**src/mmc5_pkg.sv**
```systemverilog
// MMC5 mapper package: register map, mode encodings, CPU bus and configuration structs
`default_nettype none

package mmc5_pkg;

	// Output address widths
	localparam int PRG_AW = 22; // PRG ROM/RAM address, 8 kB pages
	localparam int CHR_AW = 22; // CHR ROM address, 1 kB pages

	// Register window $5000-$53FF
	localparam logic [5:0] REG_BASE_HI = 6'b010100;

	// Register offsets inside the window
	localparam logic [9:0] REG_PRG_MODE  = 10'h100;
	localparam logic [9:0] REG_CHR_MODE  = 10'h101;
	localparam logic [9:0] REG_PROTECT_1 = 10'h102; // Key 1, must be %10
	localparam logic [9:0] REG_PROTECT_2 = 10'h103; // Key 2, must be %01
	localparam logic [9:0] REG_MIRROR    = 10'h105;
	localparam logic [9:0] REG_PRG_RAM   = 10'h113; // $6000-$7FFF RAM bank
	localparam logic [9:0] REG_PRG_BANK0 = 10'h114; // Banks 0..3 at $5114-$5117
	localparam logic [9:0] REG_CHR_BANK0 = 10'h120; // Banks 0..7 at $5120-$5127
	localparam logic [9:0] REG_UPPER_CHR = 10'h130;
	localparam logic [9:0] REG_IRQ_LINE  = 10'h203;
	localparam logic [9:0] REG_IRQ_STAT  = 10'h204; // Write: IRQ enable, read: status
	localparam logic [9:0] REG_MUL_LO    = 10'h205;
	localparam logic [9:0] REG_MUL_HI    = 10'h206;

	// PRG banking modes ($5100)
	localparam logic [1:0] PRG_MODE_32K   = 2'd0;
	localparam logic [1:0] PRG_MODE_16K   = 2'd1;
	localparam logic [1:0] PRG_MODE_16_8K = 2'd2;
	localparam logic [1:0] PRG_MODE_8K    = 2'd3;

	// CHR banking modes ($5101)
	localparam logic [1:0] CHR_MODE_8K = 2'd0;
	localparam logic [1:0] CHR_MODE_4K = 2'd1;
	localparam logic [1:0] CHR_MODE_2K = 2'd2;
	localparam logic [1:0] CHR_MODE_1K = 2'd3;

	localparam logic [5:0] PRG_RAM_PAGE_BASE = 6'b111100; // PRG RAM lives at the top of PRG space
	localparam logic [1:0] CHR_PAGE_BASE     = 2'b10;
	localparam logic [1:0] NT_REGION         = 2'b10;     // PPU $2000-$2FFF

	// One CPU bus cycle
	typedef struct packed {
		logic [15:0] addr;
		logic [7:0]  data;
		logic        wr;
		logic        rd;
	} cpu_bus_t;

	// Mapper configuration as written by the CPU
	typedef struct packed {
		logic [1:0]       prg_mode;
		logic [1:0]       chr_mode;
		logic             prg_protect_1;
		logic             prg_protect_2;
		logic [7:0]       mirroring;      // Two bits per nametable quadrant
		logic [2:0]       prg_ram_bank;
		logic [7:0]       prg_bank_0;     // Bit 7 set selects ROM
		logic [7:0]       prg_bank_1;
		logic [7:0]       prg_bank_2;
		logic [6:0]       prg_bank_3;     // Always ROM
		logic [7:0][9:0]  chr_bank;       // Sprite set $5120-$5127
		logic [1:0]       upper_chr_bits;
		logic [7:0]       irq_scanline;
		logic             irq_enable;
	} mmc5_cfg_t;

endpackage

`default_nettype wire

```
**src/mmc5_regs.sv**
```systemverilog
// MMC5 register block: CPU write decode, configuration registers, multiplier, read mux
`timescale 1ns/1ps
`default_nettype none

module mmc5_regs import mmc5_pkg::*; (
	input  wire        clk,
	input  wire        rst_n_i,
	input  wire        cpu_ce_i,      // One pulse per CPU cycle
	input  cpu_bus_t   cpu_i,
	input  wire        in_frame_i,    // From scanline detector
	input  wire        irq_pending_i,
	output mmc5_cfg_t  cfg_o,
	output logic       stat_read_o,   // $5204 read on this CPU cycle
	output logic [7:0] prg_dout_o,
	output logic       prg_drive_o
);

	mmc5_cfg_t   cfg_q;
	logic [7:0]  mul_a_q;            // $5205 operand
	logic [7:0]  mul_b_q;            // $5206 operand
	logic [15:0] product;
	logic        reg_wr;             // Write into $5000-$53FF

	assign reg_wr  = cpu_ce_i & cpu_i.wr & (cpu_i.addr[15:10] == REG_BASE_HI);
	assign product = mul_a_q * mul_b_q; // 8x8 unsigned

	// Configuration and operand registers
	always_ff @(posedge clk) begin
		if (!rst_n_i) begin
			cfg_q            <= '0;
			cfg_q.prg_mode   <= PRG_MODE_8K; // Boot in 8 kB mode
			cfg_q.prg_bank_3 <= 7'h7F;       // Last ROM page holds the vectors
			mul_a_q          <= '0;
			mul_b_q          <= '0;
		end else if (reg_wr) begin
			case (cpu_i.addr[9:0])
				REG_PRG_MODE:  cfg_q.prg_mode <= cpu_i.data[1:0];
				REG_CHR_MODE:  cfg_q.chr_mode <= cpu_i.data[1:0];
				REG_PROTECT_1: cfg_q.prg_protect_1 <= (cpu_i.data[1:0] == 2'b10);
				REG_PROTECT_2: cfg_q.prg_protect_2 <= (cpu_i.data[1:0] == 2'b01);
				REG_MIRROR:    cfg_q.mirroring <= cpu_i.data;
				REG_PRG_RAM:   cfg_q.prg_ram_bank <= cpu_i.data[2:0];
				REG_PRG_BANK0:          cfg_q.prg_bank_0 <= cpu_i.data;
				REG_PRG_BANK0 + 10'd1:  cfg_q.prg_bank_1 <= cpu_i.data;
				REG_PRG_BANK0 + 10'd2:  cfg_q.prg_bank_2 <= cpu_i.data;
				REG_PRG_BANK0 + 10'd3:  cfg_q.prg_bank_3 <= cpu_i.data[6:0]; // Bit 7 ignored
				REG_UPPER_CHR: cfg_q.upper_chr_bits <= cpu_i.data[1:0];
				REG_IRQ_LINE:  cfg_q.irq_scanline <= cpu_i.data;
				REG_IRQ_STAT:  cfg_q.irq_enable <= cpu_i.data[7];
				REG_MUL_LO:    mul_a_q <= cpu_i.data;
				REG_MUL_HI:    mul_b_q <= cpu_i.data;
				default: begin
				end
			endcase
			// CHR banks $5120-$5127, upper bits come from $5130
			if (cpu_i.addr[9:3] == REG_CHR_BANK0[9:3])
				cfg_q.chr_bank[cpu_i.addr[2:0]] <= {cfg_q.upper_chr_bits, cpu_i.data};
		end
	end

	assign cfg_o = cfg_q;

	// Status read strobe, consumed by the IRQ clear logic
	assign stat_read_o = cpu_ce_i & cpu_i.rd & (cpu_i.addr == {REG_BASE_HI, REG_IRQ_STAT});

	// CPU read data
	always_comb begin
		prg_drive_o = 1'b1;
		case (cpu_i.addr)
			{REG_BASE_HI, REG_IRQ_STAT}: prg_dout_o = {irq_pending_i, in_frame_i, 6'b111111};
			{REG_BASE_HI, REG_MUL_LO}:   prg_dout_o = product[7:0];
			{REG_BASE_HI, REG_MUL_HI}:   prg_dout_o = product[15:8];
			default: begin
				prg_dout_o  = 8'hFF; // Open bus
				prg_drive_o = 1'b0;
			end
		endcase
	end

	// Configuration only moves on a CPU write into the register window
	a_cfg_hold: assert property (@(posedge clk) disable iff (!rst_n_i)
		!reg_wr |=> $stable(cfg_q));

endmodule

`default_nettype wire

```
**src/mmc5_prg_map.sv**
```systemverilog
// MMC5 PRG mapping: page select per PRG mode, PRG output address, access permission
`timescale 1ns/1ps
`default_nettype none

module mmc5_prg_map import mmc5_pkg::*; (
	input  wire [15:0]       cpu_addr_i,
	input  wire              cpu_wr_i,
	input  mmc5_cfg_t        cfg_i,
	output logic [PRG_AW-1:0] prg_addr_o,
	output logic             prg_allow_o
);

	logic [7:0] page;   // Bit 7 set means ROM
	logic       ram_we; // Both protect keys written

	// 8 kB page select from mode and A15..A13
	always_comb begin
		page = {5'b00000, cfg_i.prg_ram_bank}; // $0000-$7FFF, RAM bank
		if (cpu_addr_i[15]) begin
			case (cfg_i.prg_mode)
				PRG_MODE_32K:
					page = {1'b1, cfg_i.prg_bank_3[6:2], cpu_addr_i[14:13]};
				PRG_MODE_16K:
					if (!cpu_addr_i[14])
						page = {cfg_i.prg_bank_1[7:1], cpu_addr_i[13]};      // $8000-$BFFF
					else
						page = {1'b1, cfg_i.prg_bank_3[6:1], cpu_addr_i[13]}; // $C000-$FFFF
				PRG_MODE_16_8K:
					if (!cpu_addr_i[14])
						page = {cfg_i.prg_bank_1[7:1], cpu_addr_i[13]};
					else if (!cpu_addr_i[13])
						page = cfg_i.prg_bank_2;                        // $C000-$DFFF
					else
						page = {1'b1, cfg_i.prg_bank_3};                // $E000-$FFFF
				PRG_MODE_8K:
					case (cpu_addr_i[14:13])
						2'd0: page = cfg_i.prg_bank_0;
						2'd1: page = cfg_i.prg_bank_1;
						2'd2: page = cfg_i.prg_bank_2;
						default: page = {1'b1, cfg_i.prg_bank_3};
					endcase
				default: begin
				end
			endcase
		end
	end

	// ROM pages from 0, RAM pages at the top of the space, 8 kB windows
	assign prg_addr_o = {page[7] ? {2'b00, page[6:0]} : {PRG_RAM_PAGE_BASE, page[2:0]},
		cpu_addr_i[12:0]};

	assign ram_we = cfg_i.prg_protect_1 & cfg_i.prg_protect_2;

	// Reads anywhere from $6000, writes only to unprotected RAM
	assign prg_allow_o = (cpu_addr_i >= 16'h6000) && (!cpu_wr_i || (!page[7] && ram_we));

endmodule

`default_nettype wire

```
**src/mmc5_chr_map.sv**
```systemverilog
// MMC5 CHR mapping: 1 kB page select per CHR mode, CHR output address, nametable mirroring
`timescale 1ns/1ps
`default_nettype none

module mmc5_chr_map import mmc5_pkg::*; (
	input  wire [13:0]        chr_addr_i, // PPU address
	input  mmc5_cfg_t         cfg_i,
	output logic [CHR_AW-1:0] chr_addr_o,
	output logic              vram_a10_o,
	output logic              vram_ce_o
);

	logic [9:0] page;     // 1 kB CHR page
	logic [1:0] mirr_sel; // Mirroring pair for this quadrant

	// Page select from mode and A12..A10
	always_comb begin
		case (cfg_i.chr_mode)
			CHR_MODE_8K:
				page = {cfg_i.chr_bank[7][6:0], chr_addr_i[12:10]};
			CHR_MODE_4K:
				if (!chr_addr_i[12])
					page = {cfg_i.chr_bank[3][7:0], chr_addr_i[11:10]}; // $0000-$0FFF
				else
					page = {cfg_i.chr_bank[7][7:0], chr_addr_i[11:10]}; // $1000-$1FFF
			CHR_MODE_2K:
				case (chr_addr_i[12:11])
					2'd0: page = {cfg_i.chr_bank[1][8:0], chr_addr_i[10]};
					2'd1: page = {cfg_i.chr_bank[3][8:0], chr_addr_i[10]};
					2'd2: page = {cfg_i.chr_bank[5][8:0], chr_addr_i[10]};
					default: page = {cfg_i.chr_bank[7][8:0], chr_addr_i[10]};
				endcase
			default:
				page = cfg_i.chr_bank[chr_addr_i[12:10]]; // CHR_MODE_1K, one bank per 1 kB
		endcase
	end

	assign chr_addr_o = {CHR_PAGE_BASE, page, chr_addr_i[9:0]};

	// Quadrant by A11..A10
	always_comb begin
		case (chr_addr_i[11:10])
			2'd0: mirr_sel = cfg_i.mirroring[1:0];
			2'd1: mirr_sel = cfg_i.mirroring[3:2];
			2'd2: mirr_sel = cfg_i.mirroring[5:4];
			default: mirr_sel = cfg_i.mirroring[7:6];
		endcase
	end

	// %00 VRAM page A, %01 page B, %1x not internal VRAM
	assign vram_a10_o = mirr_sel[0];
	assign vram_ce_o  = chr_addr_i[13] & ~mirr_sel[1];

endmodule

`default_nettype wire

```
**src/mmc5_scanline.sv**
```systemverilog
// MMC5 scanline detector: PPU read tracking, in-frame state, scanline counter, IRQ pending
`timescale 1ns/1ps
`default_nettype none

module mmc5_scanline import mmc5_pkg::*; #(
	parameter int NO_READ_LIMIT = 3 // CPU cycles without PPU read before leaving the frame
) (
	input  wire        clk,
	input  wire        rst_n_i,
	input  wire        cpu_ce_i,
	input  cpu_bus_t   cpu_i,
	input  wire [13:0] chr_addr_i,
	input  wire        chr_read_i,   // Level, high during a PPU read
	input  wire        stat_read_i,  // $5204 read strobe
	input  mmc5_cfg_t  cfg_i,
	output logic       in_frame_o,
	output logic       irq_pending_o,
	output logic       irq_o
);

	localparam int NR_W = $clog2(NO_READ_LIMIT + 1);

	logic            read_q;      // Previous read level
	logic [11:0]     last_nt_q;   // Address of the previous read start
	logic [1:0]      rep_cnt_q;   // Identical nametable reads in a row
	logic [NR_W-1:0] nr_cnt_q;    // CPU cycles since the last PPU read
	logic [7:0]      scanline_q;
	logic            in_frame_q;
	logic            pending_q;
	logic            clr_q;       // Status was read on the previous CPU cycle

	logic read_start;
	logic is_nt;
	logic armed;
	logic wrap;
	logic timeout;
	logic vec_read;
	logic leave;

	assign read_start = chr_read_i & ~read_q;
	assign is_nt      = (chr_addr_i[13:12] == NT_REGION);
	assign armed      = &rep_cnt_q;                 // Three matching reads seen
	assign wrap       = read_start & armed & in_frame_q & (scanline_q == 8'd239);
	assign timeout    = cpu_ce_i & ~chr_read_i & in_frame_q
		& (nr_cnt_q == NR_W'(NO_READ_LIMIT - 1));
	assign vec_read   = cpu_ce_i & cpu_i.rd & ({cpu_i.addr[15:1], 1'b0} == 16'hFFFA); // NMI vector
	assign leave      = wrap | timeout | vec_read;

	always_ff @(posedge clk) begin
		if (!rst_n_i) begin
			read_q     <= 1'b0;
			last_nt_q  <= '0;
			rep_cnt_q  <= '0;
			nr_cnt_q   <= '0;
			scanline_q <= '0;
			in_frame_q <= 1'b0;
			pending_q  <= 1'b0;
			clr_q      <= 1'b0;
		end else begin
			read_q <= chr_read_i;

			if (read_start) begin
				last_nt_q <= chr_addr_i[11:0];
				if (!armed)
					rep_cnt_q <= rep_cnt_q + 2'd1;
				else if (!in_frame_q) begin
					in_frame_q <= 1'b1; // First detected line
					scanline_q <= 8'd0;
				end else if (scanline_q != 8'd239) begin
					scanline_q <= scanline_q + 8'd1;
					if ((cfg_i.irq_scanline != 8'd0) && (scanline_q + 8'd1 == cfg_i.irq_scanline))
						pending_q <= 1'b1;
				end
				if (!is_nt)
					rep_cnt_q <= 2'd0; // Pattern fetch breaks the run
				else if ((rep_cnt_q != 2'd0) && (last_nt_q != chr_addr_i[11:0]))
					rep_cnt_q <= 2'd1; // New nametable address opens a run
			end

			if (chr_read_i)
				nr_cnt_q <= '0;
			else if (cpu_ce_i && in_frame_q)
				nr_cnt_q <= nr_cnt_q + 1'b1;

			// Pending clears one CPU cycle after the status read
			if (cpu_ce_i) begin
				if (clr_q)
					pending_q <= 1'b0;
				clr_q <= stat_read_i;
			end

			if (leave) begin
				in_frame_q <= 1'b0;
				pending_q  <= 1'b0;
				rep_cnt_q  <= 2'd0;
				nr_cnt_q   <= '0;
			end
		end
	end

	assign in_frame_o    = in_frame_q;
	assign irq_pending_o = pending_q;
	assign irq_o         = pending_q & cfg_i.irq_enable;

	// Line 239 always leaves the frame on the next count
	a_line_range: assert property (@(posedge clk) disable iff (!rst_n_i)
		in_frame_q |-> scanline_q <= 8'd239);

endmodule

`default_nettype wire

```
**src/mmc5_mapper.sv**
```systemverilog
// MMC5 mapper top level: register block, PRG and CHR mapping, scanline detector
`timescale 1ns/1ps
`default_nettype none

module mmc5_mapper import mmc5_pkg::*; #(
	parameter int NO_READ_LIMIT = 3
) (
	input  wire               clk,
	input  wire               rst_n_i,
	input  wire               cpu_ce_i,    // CPU cycle strobe
	input  cpu_bus_t          cpu_i,
	input  wire [13:0]        chr_addr_i,  // PPU address
	input  wire               chr_read_i,
	output logic [PRG_AW-1:0] prg_addr_o,
	output logic [7:0]        prg_dout_o,  // Mapper register read data
	output logic              prg_drive_o, // Mapper drives the CPU data bus
	output logic              prg_allow_o,
	output logic [CHR_AW-1:0] chr_addr_o,
	output logic              vram_a10_o,
	output logic              vram_ce_o,   // Route to internal 2 kB VRAM
	output logic              irq_o
);

	mmc5_cfg_t cfg;
	logic      in_frame;
	logic      irq_pending;
	logic      stat_read;

	mmc5_regs mmc5_regs_i (
		.clk           (clk),
		.rst_n_i       (rst_n_i),
		.cpu_ce_i      (cpu_ce_i),
		.cpu_i         (cpu_i),
		.in_frame_i    (in_frame),
		.irq_pending_i (irq_pending),
		.cfg_o         (cfg),
		.stat_read_o   (stat_read),
		.prg_dout_o    (prg_dout_o),
		.prg_drive_o   (prg_drive_o)
	);

	mmc5_prg_map mmc5_prg_map_i (
		.cpu_addr_i  (cpu_i.addr),
		.cpu_wr_i    (cpu_i.wr),
		.cfg_i       (cfg),
		.prg_addr_o  (prg_addr_o),
		.prg_allow_o (prg_allow_o)
	);

	mmc5_chr_map mmc5_chr_map_i (
		.chr_addr_i (chr_addr_i),
		.cfg_i      (cfg),
		.chr_addr_o (chr_addr_o),
		.vram_a10_o (vram_a10_o),
		.vram_ce_o  (vram_ce_o)
	);

	mmc5_scanline #(
		.NO_READ_LIMIT (NO_READ_LIMIT)
	) mmc5_scanline_i (
		.clk           (clk),
		.rst_n_i       (rst_n_i),
		.cpu_ce_i      (cpu_ce_i),
		.cpu_i         (cpu_i),
		.chr_addr_i    (chr_addr_i),
		.chr_read_i    (chr_read_i),
		.stat_read_i   (stat_read),
		.cfg_i         (cfg),
		.in_frame_o    (in_frame),
		.irq_pending_o (irq_pending),
		.irq_o         (irq_o)
	);

endmodule

`default_nettype wire

```
**config.mk**
```make
export PLATFORM = sky130hd
export DESIGN_NAME = mmc5_mapper
export DESIGN_NICKNAME = d
export VERILOG_FILES = /design/src/mmc5_pkg.sv /design/src/mmc5_regs.sv /design/src/mmc5_prg_map.sv /design/src/mmc5_chr_map.sv /design/src/mmc5_scanline.sv /design/src/mmc5_mapper.sv
export SDC_FILE = /design/constraint.sdc
export NUM_CORES = 1
export LEC_CHECK = 0
export ABC_AREA = 1
export ABC_CLOCK_PERIOD_IN_PS = 5000
export BUFFER_PORTS_ARGS = -buffer_cell sky130_fd_sc_hd__buf_2
export CAP_MARGIN = 20
export CORE_MARGIN = 10
export CORE_UTILIZATION = 46
export CTS_BUF_LIST = sky130_fd_sc_hd__clkbuf_8
export DETAILED_ROUTE_END_ITERATION = 8
export GPL_ROUTABILITY_DRIVEN = 0
export PLACE_DENSITY = 0.7
export SLEW_MARGIN = 25
export SYNTH_ARGS = -nofsm -noshare
export SYNTH_HDL_FRONTEND = slang
export SYNTH_SLANG_ARGS = --single-unit
```
**constraint.sdc**
```tcl
create_clock -name clk -period 5 [get_ports clk]
set_clock_uncertainty 0.05 [all_clocks]
set_input_delay 0.5 -clock clk [delete_from_list [all_inputs] [get_ports clk]]
set_output_delay 0.5 -clock clk [all_outputs]
set_load 0.05 [all_outputs]
```
---- Word level (Yosys, flattened, before mapping) ----
Cells that the tools add are included.
operators by class
  order comparisons ....................... 4
  equality and inequality tests ........... 42
  mux-type cells .......................... 30
  multiply operators ...................... 1
  reductions and logical operators ........ 39
  $add $sub $neg .......................... 3
  bitwise logic cells ..................... 21
operators with widths
  kind                  count
  $eq 10x9->1 const B   11
  $bwmux 80             1
  $pmux 10 s3           2
  $eq 16x15->1 const B  3
  $mux 8                6
  $pmux 8 s3            2
  $eq 10x10->1 const B  4
  $reduce_and 2->1      18
  $pmux 8 s4            1
  $bmux 10 s3           1
  $demux 10 s3          1
  $mux 10               3
  $eq 2x2->1 const B    9
  $ge 16x15->1 const B  1
  $mul 8x8->16          1
  $and 1x1->1           15
  $eq 15x15->1 const B  1
  $eq 2x1->1 const B    6
  $ne 12x12->1          1
  $logic_not 2->1       5
  $mux 9                1
  $add 8x1->8 const B   1
  $eq 8x8->1            1
  $eq 8x8->1 const B    1
  22 further kinds      44
storage, ports and cells
  bits in registers ....................... 183
  logic and storage cells ................. 171
  output and inout port bits .............. 57
  bits of input ports ..................... 44

---- Depth between registers and ports, before layout ----
Gate-level depths: netlist of the first run.
  word-level depth ........................ 10
  gate-level depth with buffers ........... 21

---- By module ----
A second synthesis of the first run with hierarchy kept.
unflattened totals
  cell total of the unflattened synthesis .. 2025
  area total of the unflattened synthesis .. 12844.8 sq um
modules (own cells, without submodules)
  module         cells each  instances  area an instance (sq um)
  mmc5_regs      1277        1          8939.8
  mmc5_scanline  267         1          1729.2
  mmc5_chr_map   362         1          1571.5
  mmc5_prg_map   119         1          604.3

---- Least setup slack after synthesis of the first run ----
OpenSTA, ideal clock, no wires.
  path type ............................... register to output
  start ................................... reg mmc5_regs_i.mul_b_q[7]
  end ..................................... out prg_dout_o[1]
  path buffers ............................ 1
  setup slack ............................. 0.029 ns
  arrival ................................. 4.421 ns
  stages on the path, launching flop included .. 18
  required time ........................... 4.450 ns
  cell sequence ........................... dfxtp_1 > clkbuf_1 > nand2_1 > fa_1 > fa_1 > inv_1 > fa_1 > inv_1 > fa_1 > inv_1 > ha_1 > nand2_1 > inv_1 > a21oi_1 > inv_1 > nand2_1 > nand2_1 > o211ai_1
between the ends
  cells in the longest elaborated chain, start to end .. 2
ends and longest elaborated chain
  element                 RTL line           RTL
  from (decl)             mmc5_regs.sv:20    logic [7:0] mul_b_q;
  from (signal assigned)  mmc5_regs.sv:51    REG_MUL_HI: mul_b_q <= cpu_i.data;
  $mul 8x8->16            mmc5_regs.sv:25    assign product = mul_a_q * mul_b_q;
  $pmux 8 s3              mmc5_regs.sv:69    case (cpu_i.addr)
  to (decl)               mmc5_mapper.sv:15  output logic [7:0] prg_dout_o,
Every way passes these cells.

---- Worst setup path after layout of the first run ----
  start ................................... reg mmc5_regs_i.mul_b_q[2]
  end ..................................... out prg_dout_o[1]
Same word-level chain as after synthesis.

==> impl_results.md, run 1 <==
* CTS tree: built
* Die Area at 31700 um2
* Mapped Cells at 1683
* Final #Nets at 1835
* Initial core utilization at 46.9%
* Cell variety after synth at 47
* Via count at 10961
* Cell accounting for the most synthesized area: dfxtp_1
* Area share of the largest cell type after synthesis at 31.9%
* Antenna cells at 0
* Largest cells by area after synthesis: dfxtp_1, inv_1, nand2_1, a21oi_1, o21ai_0
* Largest net degree at the start of global routing at 132
* Post-cts hold buffer count at 0
* Commonest non-fill, non-tap cells in the layout: inv_1, nand2_1, a21oi_1
* Routed wire per std cell at 16.1 um
* MaxCap Viol Count at 0
* Hold Vio Cnt, Final at 0
* Setup crit start kind: register
* Synth Register Bits at 183
* # H-tree levels at 4
* Max Buffers Root-to-Sink at 2
* Gate power share at 10.5%
* Worst Setup Slack post-DPL at 110 ps
* Yosys warns at 0
* Detailed Route WL at 33100 um
* Switching portion of total power at 30.4%
* HP Start: chr_read_i
* RSZ-0062 raised after global routing: yes
* Async set or reset register ratio after synthesis at 0%
* Final setup fails at 0
* Switch Pwr at 0.000835 W
* DRC at 0
* Die Span X at 178 um
* CTS buffer count at 17
* Worst vdd ir at 0.166 mV
* Worst Path Required at 4450 ps
* Critical path peak fanout at 6
* Worst Max-Slew Pin Slew at 948 ps
* Vias in the first global route at 10359
* Layout cells sized above 1 at 12.7%
* Pwr dens at 217 nW/um2
* Design area at 12600 um2
* Reg2reg path depth at 8
* Ys flop type: dfxtp_1
* Die height at 178 um
* Final worst path period need at 4960 ps
* Pint at 0.00191 W
* DR iter-0 viols at 705
* IO buf count at 98
* Mapped Area at 11500 um2
* Setup ws final at 43.5 ps
* Total GRT Usage at 20.5%
* Mapped Avg Cell Area at 6.82 um2
* Crit Path Class: register to primary output
* CTS root buffer: clkbuf_8
* Post-synth net total at 1803
* Initial antenna violation count at 0
* First-pass detailed-route iteration total at 6
* Hold depth at 3
* Post-synth EDFFs at 0
* P&R area growth vs syn at 10.1%
* DR vias/cell at 5.34
* Final period utilization at 99.1%
* Status: completed
* Grt total ovfl at 0
* CP startpoint: mmc5_regs_i.mul_b_q[2]
* Worst skew pair latency at 490 ps
* Arrival time worst endpoint at 4410 ps
* Sequential power share at 53.6%
* Critical R2R Launch: mmc5_scanline_i.scanline_q[0]
* Routed Antenna Nets at 0
* Placed cell area at 12000 um2
* First-pass GRT wire length at 52800 um
* Hpwl dp at 23300 um
* FF-to-FF End: mmc5_scanline_i.scanline_q[7]
* Register area share after synthesis at 31.9%
* CTS Sinks at 183
* Final Util at 51.7%
* Max Freq at 202 MHz
* Core Rows at 57
* Pleak at 5.73 nW
* Hold EP: mmc5_scanline_i.read_q
* Worst reg2reg setup slack at 2870 ps
* Core Region at 24500 um2
* Max_slew headroom at 36.7%
* Final Slew Violations at 0
* Most common cell after layout, fill and taps aside: inv_1
* Top Ports at 101
* Worst Setup End Kind: primary output
* Clk slew on worst S/H paths at 110 ps
* Worst min path class: input port to register
* Clk pwr share at 35.9%
-- power groups by stage --
stage                     clock network [W]  logic (W)  registers (W)
after detailed placement                  0   0.000285        0.00151
after floorplan                           0   0.000202        0.00150
final                              0.000985   0.000287        0.00147
after CTS                          0.000991   0.000286        0.00147
after global placement                    0   0.000282        0.00150
after global routing                0.00106   0.000313        0.00147
-- logic make-up (layout without fill, tap and decap cells) --
family          count (synthesis)  after routing  synth area share, %
buf+inv                       423            468                 15.0
simple gates                  528            528                 19.5
flops                         183            183                 31.9
xor+xnor                       13             13                0.992
compound gates                458            458                 22.0
other cells                     2              2               0.0654
fa+ha+maj                      76             76                 10.6
-- stage by stage --
stage | cells | TNS [ps] | hold slack, ps | total power (W)
after floorplan | 1683 | 0 | 370 | 0.00171
after global placement | 2012 | 0 | 382 | 0.00179
after detailed placement | 2012 | 0 | 390 | 0.00179
after CTS | 2045 | 0 | 145 | 0.00275
after global routing | 2052 | -739 | 154 | 0.00284
final | 2052 | 0 | 165 | 0.00274
-- critical path, stage by stage, from the launching register on --
cell and delay [ps]:
dfxtp_4 380, buf_12 130, nand2_4 50, inv_2 30
fa_2 380, fa_1 510, inv_2 50, fa_1 470
fa_1 560, inv_2 50, ha_4 260, a21oi_2 150
nand2_2 110, a21oi_2 160, inv_1 70, nand2_1 60
nand2_1 60, o211ai_1 200, buf_4 230
-- cell usage after synthesis, types with 2 or more instances --
library cell	number
a211oi_1	8
nand2_2	5
o21ai_0	169
o22ai_1	34
inv_1	313
inv_2	2
nor2_4	3
nand4_1	22
xnor2_1	8
o31ai_1	11
fa_1	36
clkbuf_1	67
nand2_1	295
o21ai_1	2
xor2_1	5
o2111ai_1	5
a31oi_1	6
buf_4	27
a22oi_1	4
nor2_1	113
conb_1	2
a21boi_0	3
buf_6	2
buf_2	11
a32oi_1	3
dfxtp_1	183
o221ai_1	2
a221oi_1	3
or2_2	2
nand3_1	65
ha_1	40
o21bai_1	2
a21oi_1	186
nor3_1	12
nor2_2	4
o211ai_1	13
nand3b_1	2
nand4_2	2
o32ai_1	3
-- metal layers --
layer / GRT usage [%] / part of all wire, %
met1: 26.0 / 44
met2: 34.1 / 47
met3: 4.16 / 6.7
met4: 7.16 / 2.4
met5: 0 / 0
-- worst max-delay path by stage --
| stage | endpoint | slack (ps) | depth (start not counted) |
|---|---|---|---|
| finish | prg_dout_o[1] | 40 | 18 |
| global route | prg_dout_o[5] | -180 | 17 |
| CTS | prg_dout_o[6] | 8 | 19 |
| detailed placement | prg_dout_o[4] | 110 | 16 |
| global placement | prg_dout_o[4] | 190 | 16 |
| floorplan | prg_dout_o[1] | 30 | 17 |
-- registers in the layout, summed over array words and instances, names as in the netlist --
register,flops
mmc5_regs_i.cfg_o,139
mmc5_regs_i.mul_a_q,8
mmc5_scanline_i.nr_cnt_q,2
mmc5_scanline_i.rep_cnt_q,2
mmc5_scanline_i.last_nt_q,12
mmc5_regs_i.mul_b_q,8
mmc5_scanline_i.in_frame_o,1
mmc5_scanline_i.read_q,1
mmc5_scanline_i.irq_pending_o,1
mmc5_scanline_i.scanline_q,8
mmc5_scanline_i.clr_q,1
-- timing repair --
| action | in CTS | in global routing |
|---|---|---|
| endpoints found under the hold margin | 0 | 0 |
| cloned | 0 | 0 |
| pin swaps | 20 | 23 |
| setup endpoints to repair | 8 | 8 |
| resized for setup | 29 | 44 |
| buffers inserted | 2 | 7 |
-- cell type report --
| type | instances | area [um2] |
|---|---|---|
| timing repair buffer | 121 | 747 |
| sequential | 183 | 3680 |
| clock buffer | 18 | 248 |
| fill | 2412 | 11800 |
| clock inverter | 14 | 133 |
| multi-input combinational | 1077 | 6240 |
| inverter | 315 | 1180 |
| tap | 324 | 405 |
Power figures use the tool's default switching activity.
==> run 2: changes to the inputs <==
- REMOVE_ABC_BUFFERS: unset -> 1
==> run 2 against run 1 <==
Effect of this change:
- core utilization increased by 0.41 points
- highest routed layer unchanged
- register-to-register slack worse by 70 ps
- final cell count barely moved
- total power grew 3.9%
- largest power group unchanged
==> impl_results.md, run 2 (same netlist as run 1, synthesis figures left out) <==
* Status: completed
* CTS root buffer: clkbuf_8
* Initial core utilization at 46.9% (unchanged)
* Final Slew Violations at 0 (unchanged)
* Commonest non-fill, non-tap cells in the layout: inv_1, nand2_1, a21oi_1
* Core Rows at 57 (unchanged)
* Final Util at 52.1% (+0.41 points)
* P&R area growth vs syn at 10.9%
* Slowest cell on crit path: fa_1
* Final period utilization at 98.4% (-0.74 points)
* Pwr dens at 224 nW/um2 (+3.0%)
* Family with the most delay on the worst path: adder cells
* IO buf count at 98 (unchanged)
* Worst Setup End Kind: primary output
* Crit Path Class: register to primary output
* DRC at 0 (unchanged)
* Core Region at 24500 um2 (unchanged)
* Sequential power share at 51.7% (-1.9 points)
* CTS Sinks at 183 (unchanged)
* Hpwl dp at 23600 um (+1.3%)
* Reg2reg path depth at 8 (unchanged)
* Worst skew pair latency at 470 ps (-20 ps)
* Pleak at 5.78 nW (+0.86%)
* Setup TNS at 0 ps (unchanged)
* Worst vdd ir at 0.158 mV (-4.5%)
* Register Area at 3680 um2 (-0.10%)
* Worst Path Required at 4450 ps (about the same)
* Die Span X at 178 um (unchanged)
* Max Buffers Root-to-Sink at 2 (unchanged)
* Final setup fails at 0 (unchanged)
* Final #Nets at 1837 (+0.11%)
* Hold Vio Cnt, Final at 0 (unchanged)
* Critical R2R Launch: mmc5_scanline_i.scanline_q[0]
* DR vias/cell at 5.32 (-0.36%)
* MaxCap Viol Count at 0 (unchanged)
* Clk pwr share at 38.2% (+2.3 points)
* HP Start: chr_read_i
* Cell Chain, Critical Path: buf_6 -> nand2_2 -> inv_2 -> fa_1 -> fa_1 -> fa_1 -> inv_1 -> fa_1 -> inv_2 -> ha_4 -> nand2_4 -> nor2_2 -> nand2_1 -> o211ai_1 -> nand2_1 -> nand3_1 -> nand2_1 -> nand3_1 -> nand2_1 -> buf_6
* Pint at 0.00200 W (+4.9%)
* Routed Antenna Nets at 0 (unchanged)
* Design area at 12700 um2 (+0.79%)
* Arrival time worst endpoint at 4370 ps (-40 ps)
* Grt total ovfl at 0 (unchanged)
* Final worst path period need at 4920 ps (-37.2 ps)
* Largest net degree at the start of global routing at 80 (-39%)
* FF-to-FF End: mmc5_scanline_i.scanline_q[0]
* Die Area at 31700 um2 (unchanged)
* Hold depth at 3 (unchanged)
* Max_slew headroom at 34.5% (-2.2 points)
* # H-tree levels at 4 (unchanged)
* Worst Hold Slack at 206 ps (+41.3 ps)
* Fillcell total at 2404 (-0.33%)
* Vias in the first global route at 10409 (+0.48%)
* DR iter-0 viols at 945 (+34%)
* Layout cells sized above 1 at 13.1% (+0.39 points)
* CTS buffer count at 17 (unchanged)
* Die height at 178 um (unchanged)
* Count of buffer and inverter cells on the critical path at 5 (-1)
* Total power at 0.00285 W (+3.9%)
* Placed cell area at 12000 um2 (about the same)
* Max reg flops at 139 (unchanged)
* First-pass GRT wire length at 53000 um (+0.34%)
* Clk slew on worst S/H paths at 90 ps (-20 ps)
* Switching portion of total power at 29.7% (-0.73 points)
* Antenna cells at 0 (unchanged)
* Worst reg2reg setup slack at 2800 ps (-70 ps)
* Peak per-stage delay on the critical path at 580 ps (+20 ps)
* CTS tree: built
* Switch Pwr at 0.000846 W (+1.4%)
* RSZ-0062 raised after global routing: yes
* Routed wire per std cell at 16.2 um (+0.31%)
* Top Ports at 101 (unchanged)
* First-pass detailed-route iteration total at 7 (+1)
* Area taken by multi-input logic gates at 6280 um2 (+0.60%)
* CP startpoint: mmc5_regs_i.mul_b_q[4]
* Hold EP: mmc5_scanline_i.read_q
* Post-cts hold buffer count at 0 (unchanged)
* Initial antenna violation count at 0 (unchanged)
* Worst min path class: input port to register
* Critical path peak fanout at 8 (+2)
* Most common cell after layout, fill and taps aside: inv_1
* Via count at 10932 (-0.26%)
* Detailed Route WL at 33200 um (+0.41%)
* Gate power share at 10.1% (-0.4 points)
* Worst Max-Slew Pin Slew at 976 ps (+28.6 ps)
* Total GRT Usage at 20.6% (+0.054 points)
* Max Freq at 203 MHz (+0.76%)
* Setup crit start kind: register
[run 2: cell types whose count changed in the layout (fill, tap and decap cells not counted), sizes merged]
cell / previous run / this run
clkbuf: 18 / 17
clkinvlp: 1 / 0
clkinv: 7 / 6
bufinv: 0 / 2
buf: 121 / 123
inv: 321 / 322
[run 2: cell type report]
type	count	share of cell area (%)
inverter	315	9.28
multi-input combinational	1077	49.3
timing repair buffer	123	5.97
tap	324	3.18
sequential	183	28.9
clock buffer	17	1.84
clock inverter	15	1.56
[run 2: power groups by stage]
stage / Clock, W / Combinational, W / Sequential (W)
2_1_floorplan: 0 / 0.000125 / 0.00150
3_3_place_gp: 0 / 0.000282 / 0.00151
3_5_place_dp: 0 / 0.000285 / 0.00151
4_1_cts: 0.00110 / 0.000286 / 0.00147
5_1_grt: 0.00116 / 0.000311 / 0.00147
6_report: 0.00109 / 0.000288 / 0.00147
[run 2: worst min-delay path: stages]
cell	delay, ps
buf_2	100
nand2_1	50
inv_1	40
[run 2: repair_timing]
item,CTS,global route
endpoints found under the setup margin,8,8
pin swaps,12,37
gates resized for setup,27,57
setup buffers,2,7
[run 2: per-stage QoR]
stage               setup WS [ps]  cells
detailed placement            239   2013
global route                -83.5   2054
global placement              273   2013
floorplan                     143   1575
CTS                          4.45   2047
finish                       80.7   2054
[run 2: worst max path at each step]
stage / slack, ps / cells past startpoint / end
CTS: 4 / 18 / prg_dout_o[5]
finish: 80 / 20 / prg_dout_o[6]
global placement: 270 / 16 / prg_dout_o[4]
detailed placement: 240 / 16 / prg_dout_o[4]
floorplan: 140 / 16 / prg_dout_o[1]
global route: -80 / 20 / prg_dout_o[6]
[run 2: per-layer routing]
metal	wire [um]	GRT usage (%)	up-vias
met2	15800	34.6	351
met4	900	7.40	0
met3	2010	2.68	70
met1	14500	26.5	5032
li1	-	-	5479
met5	0	0	-
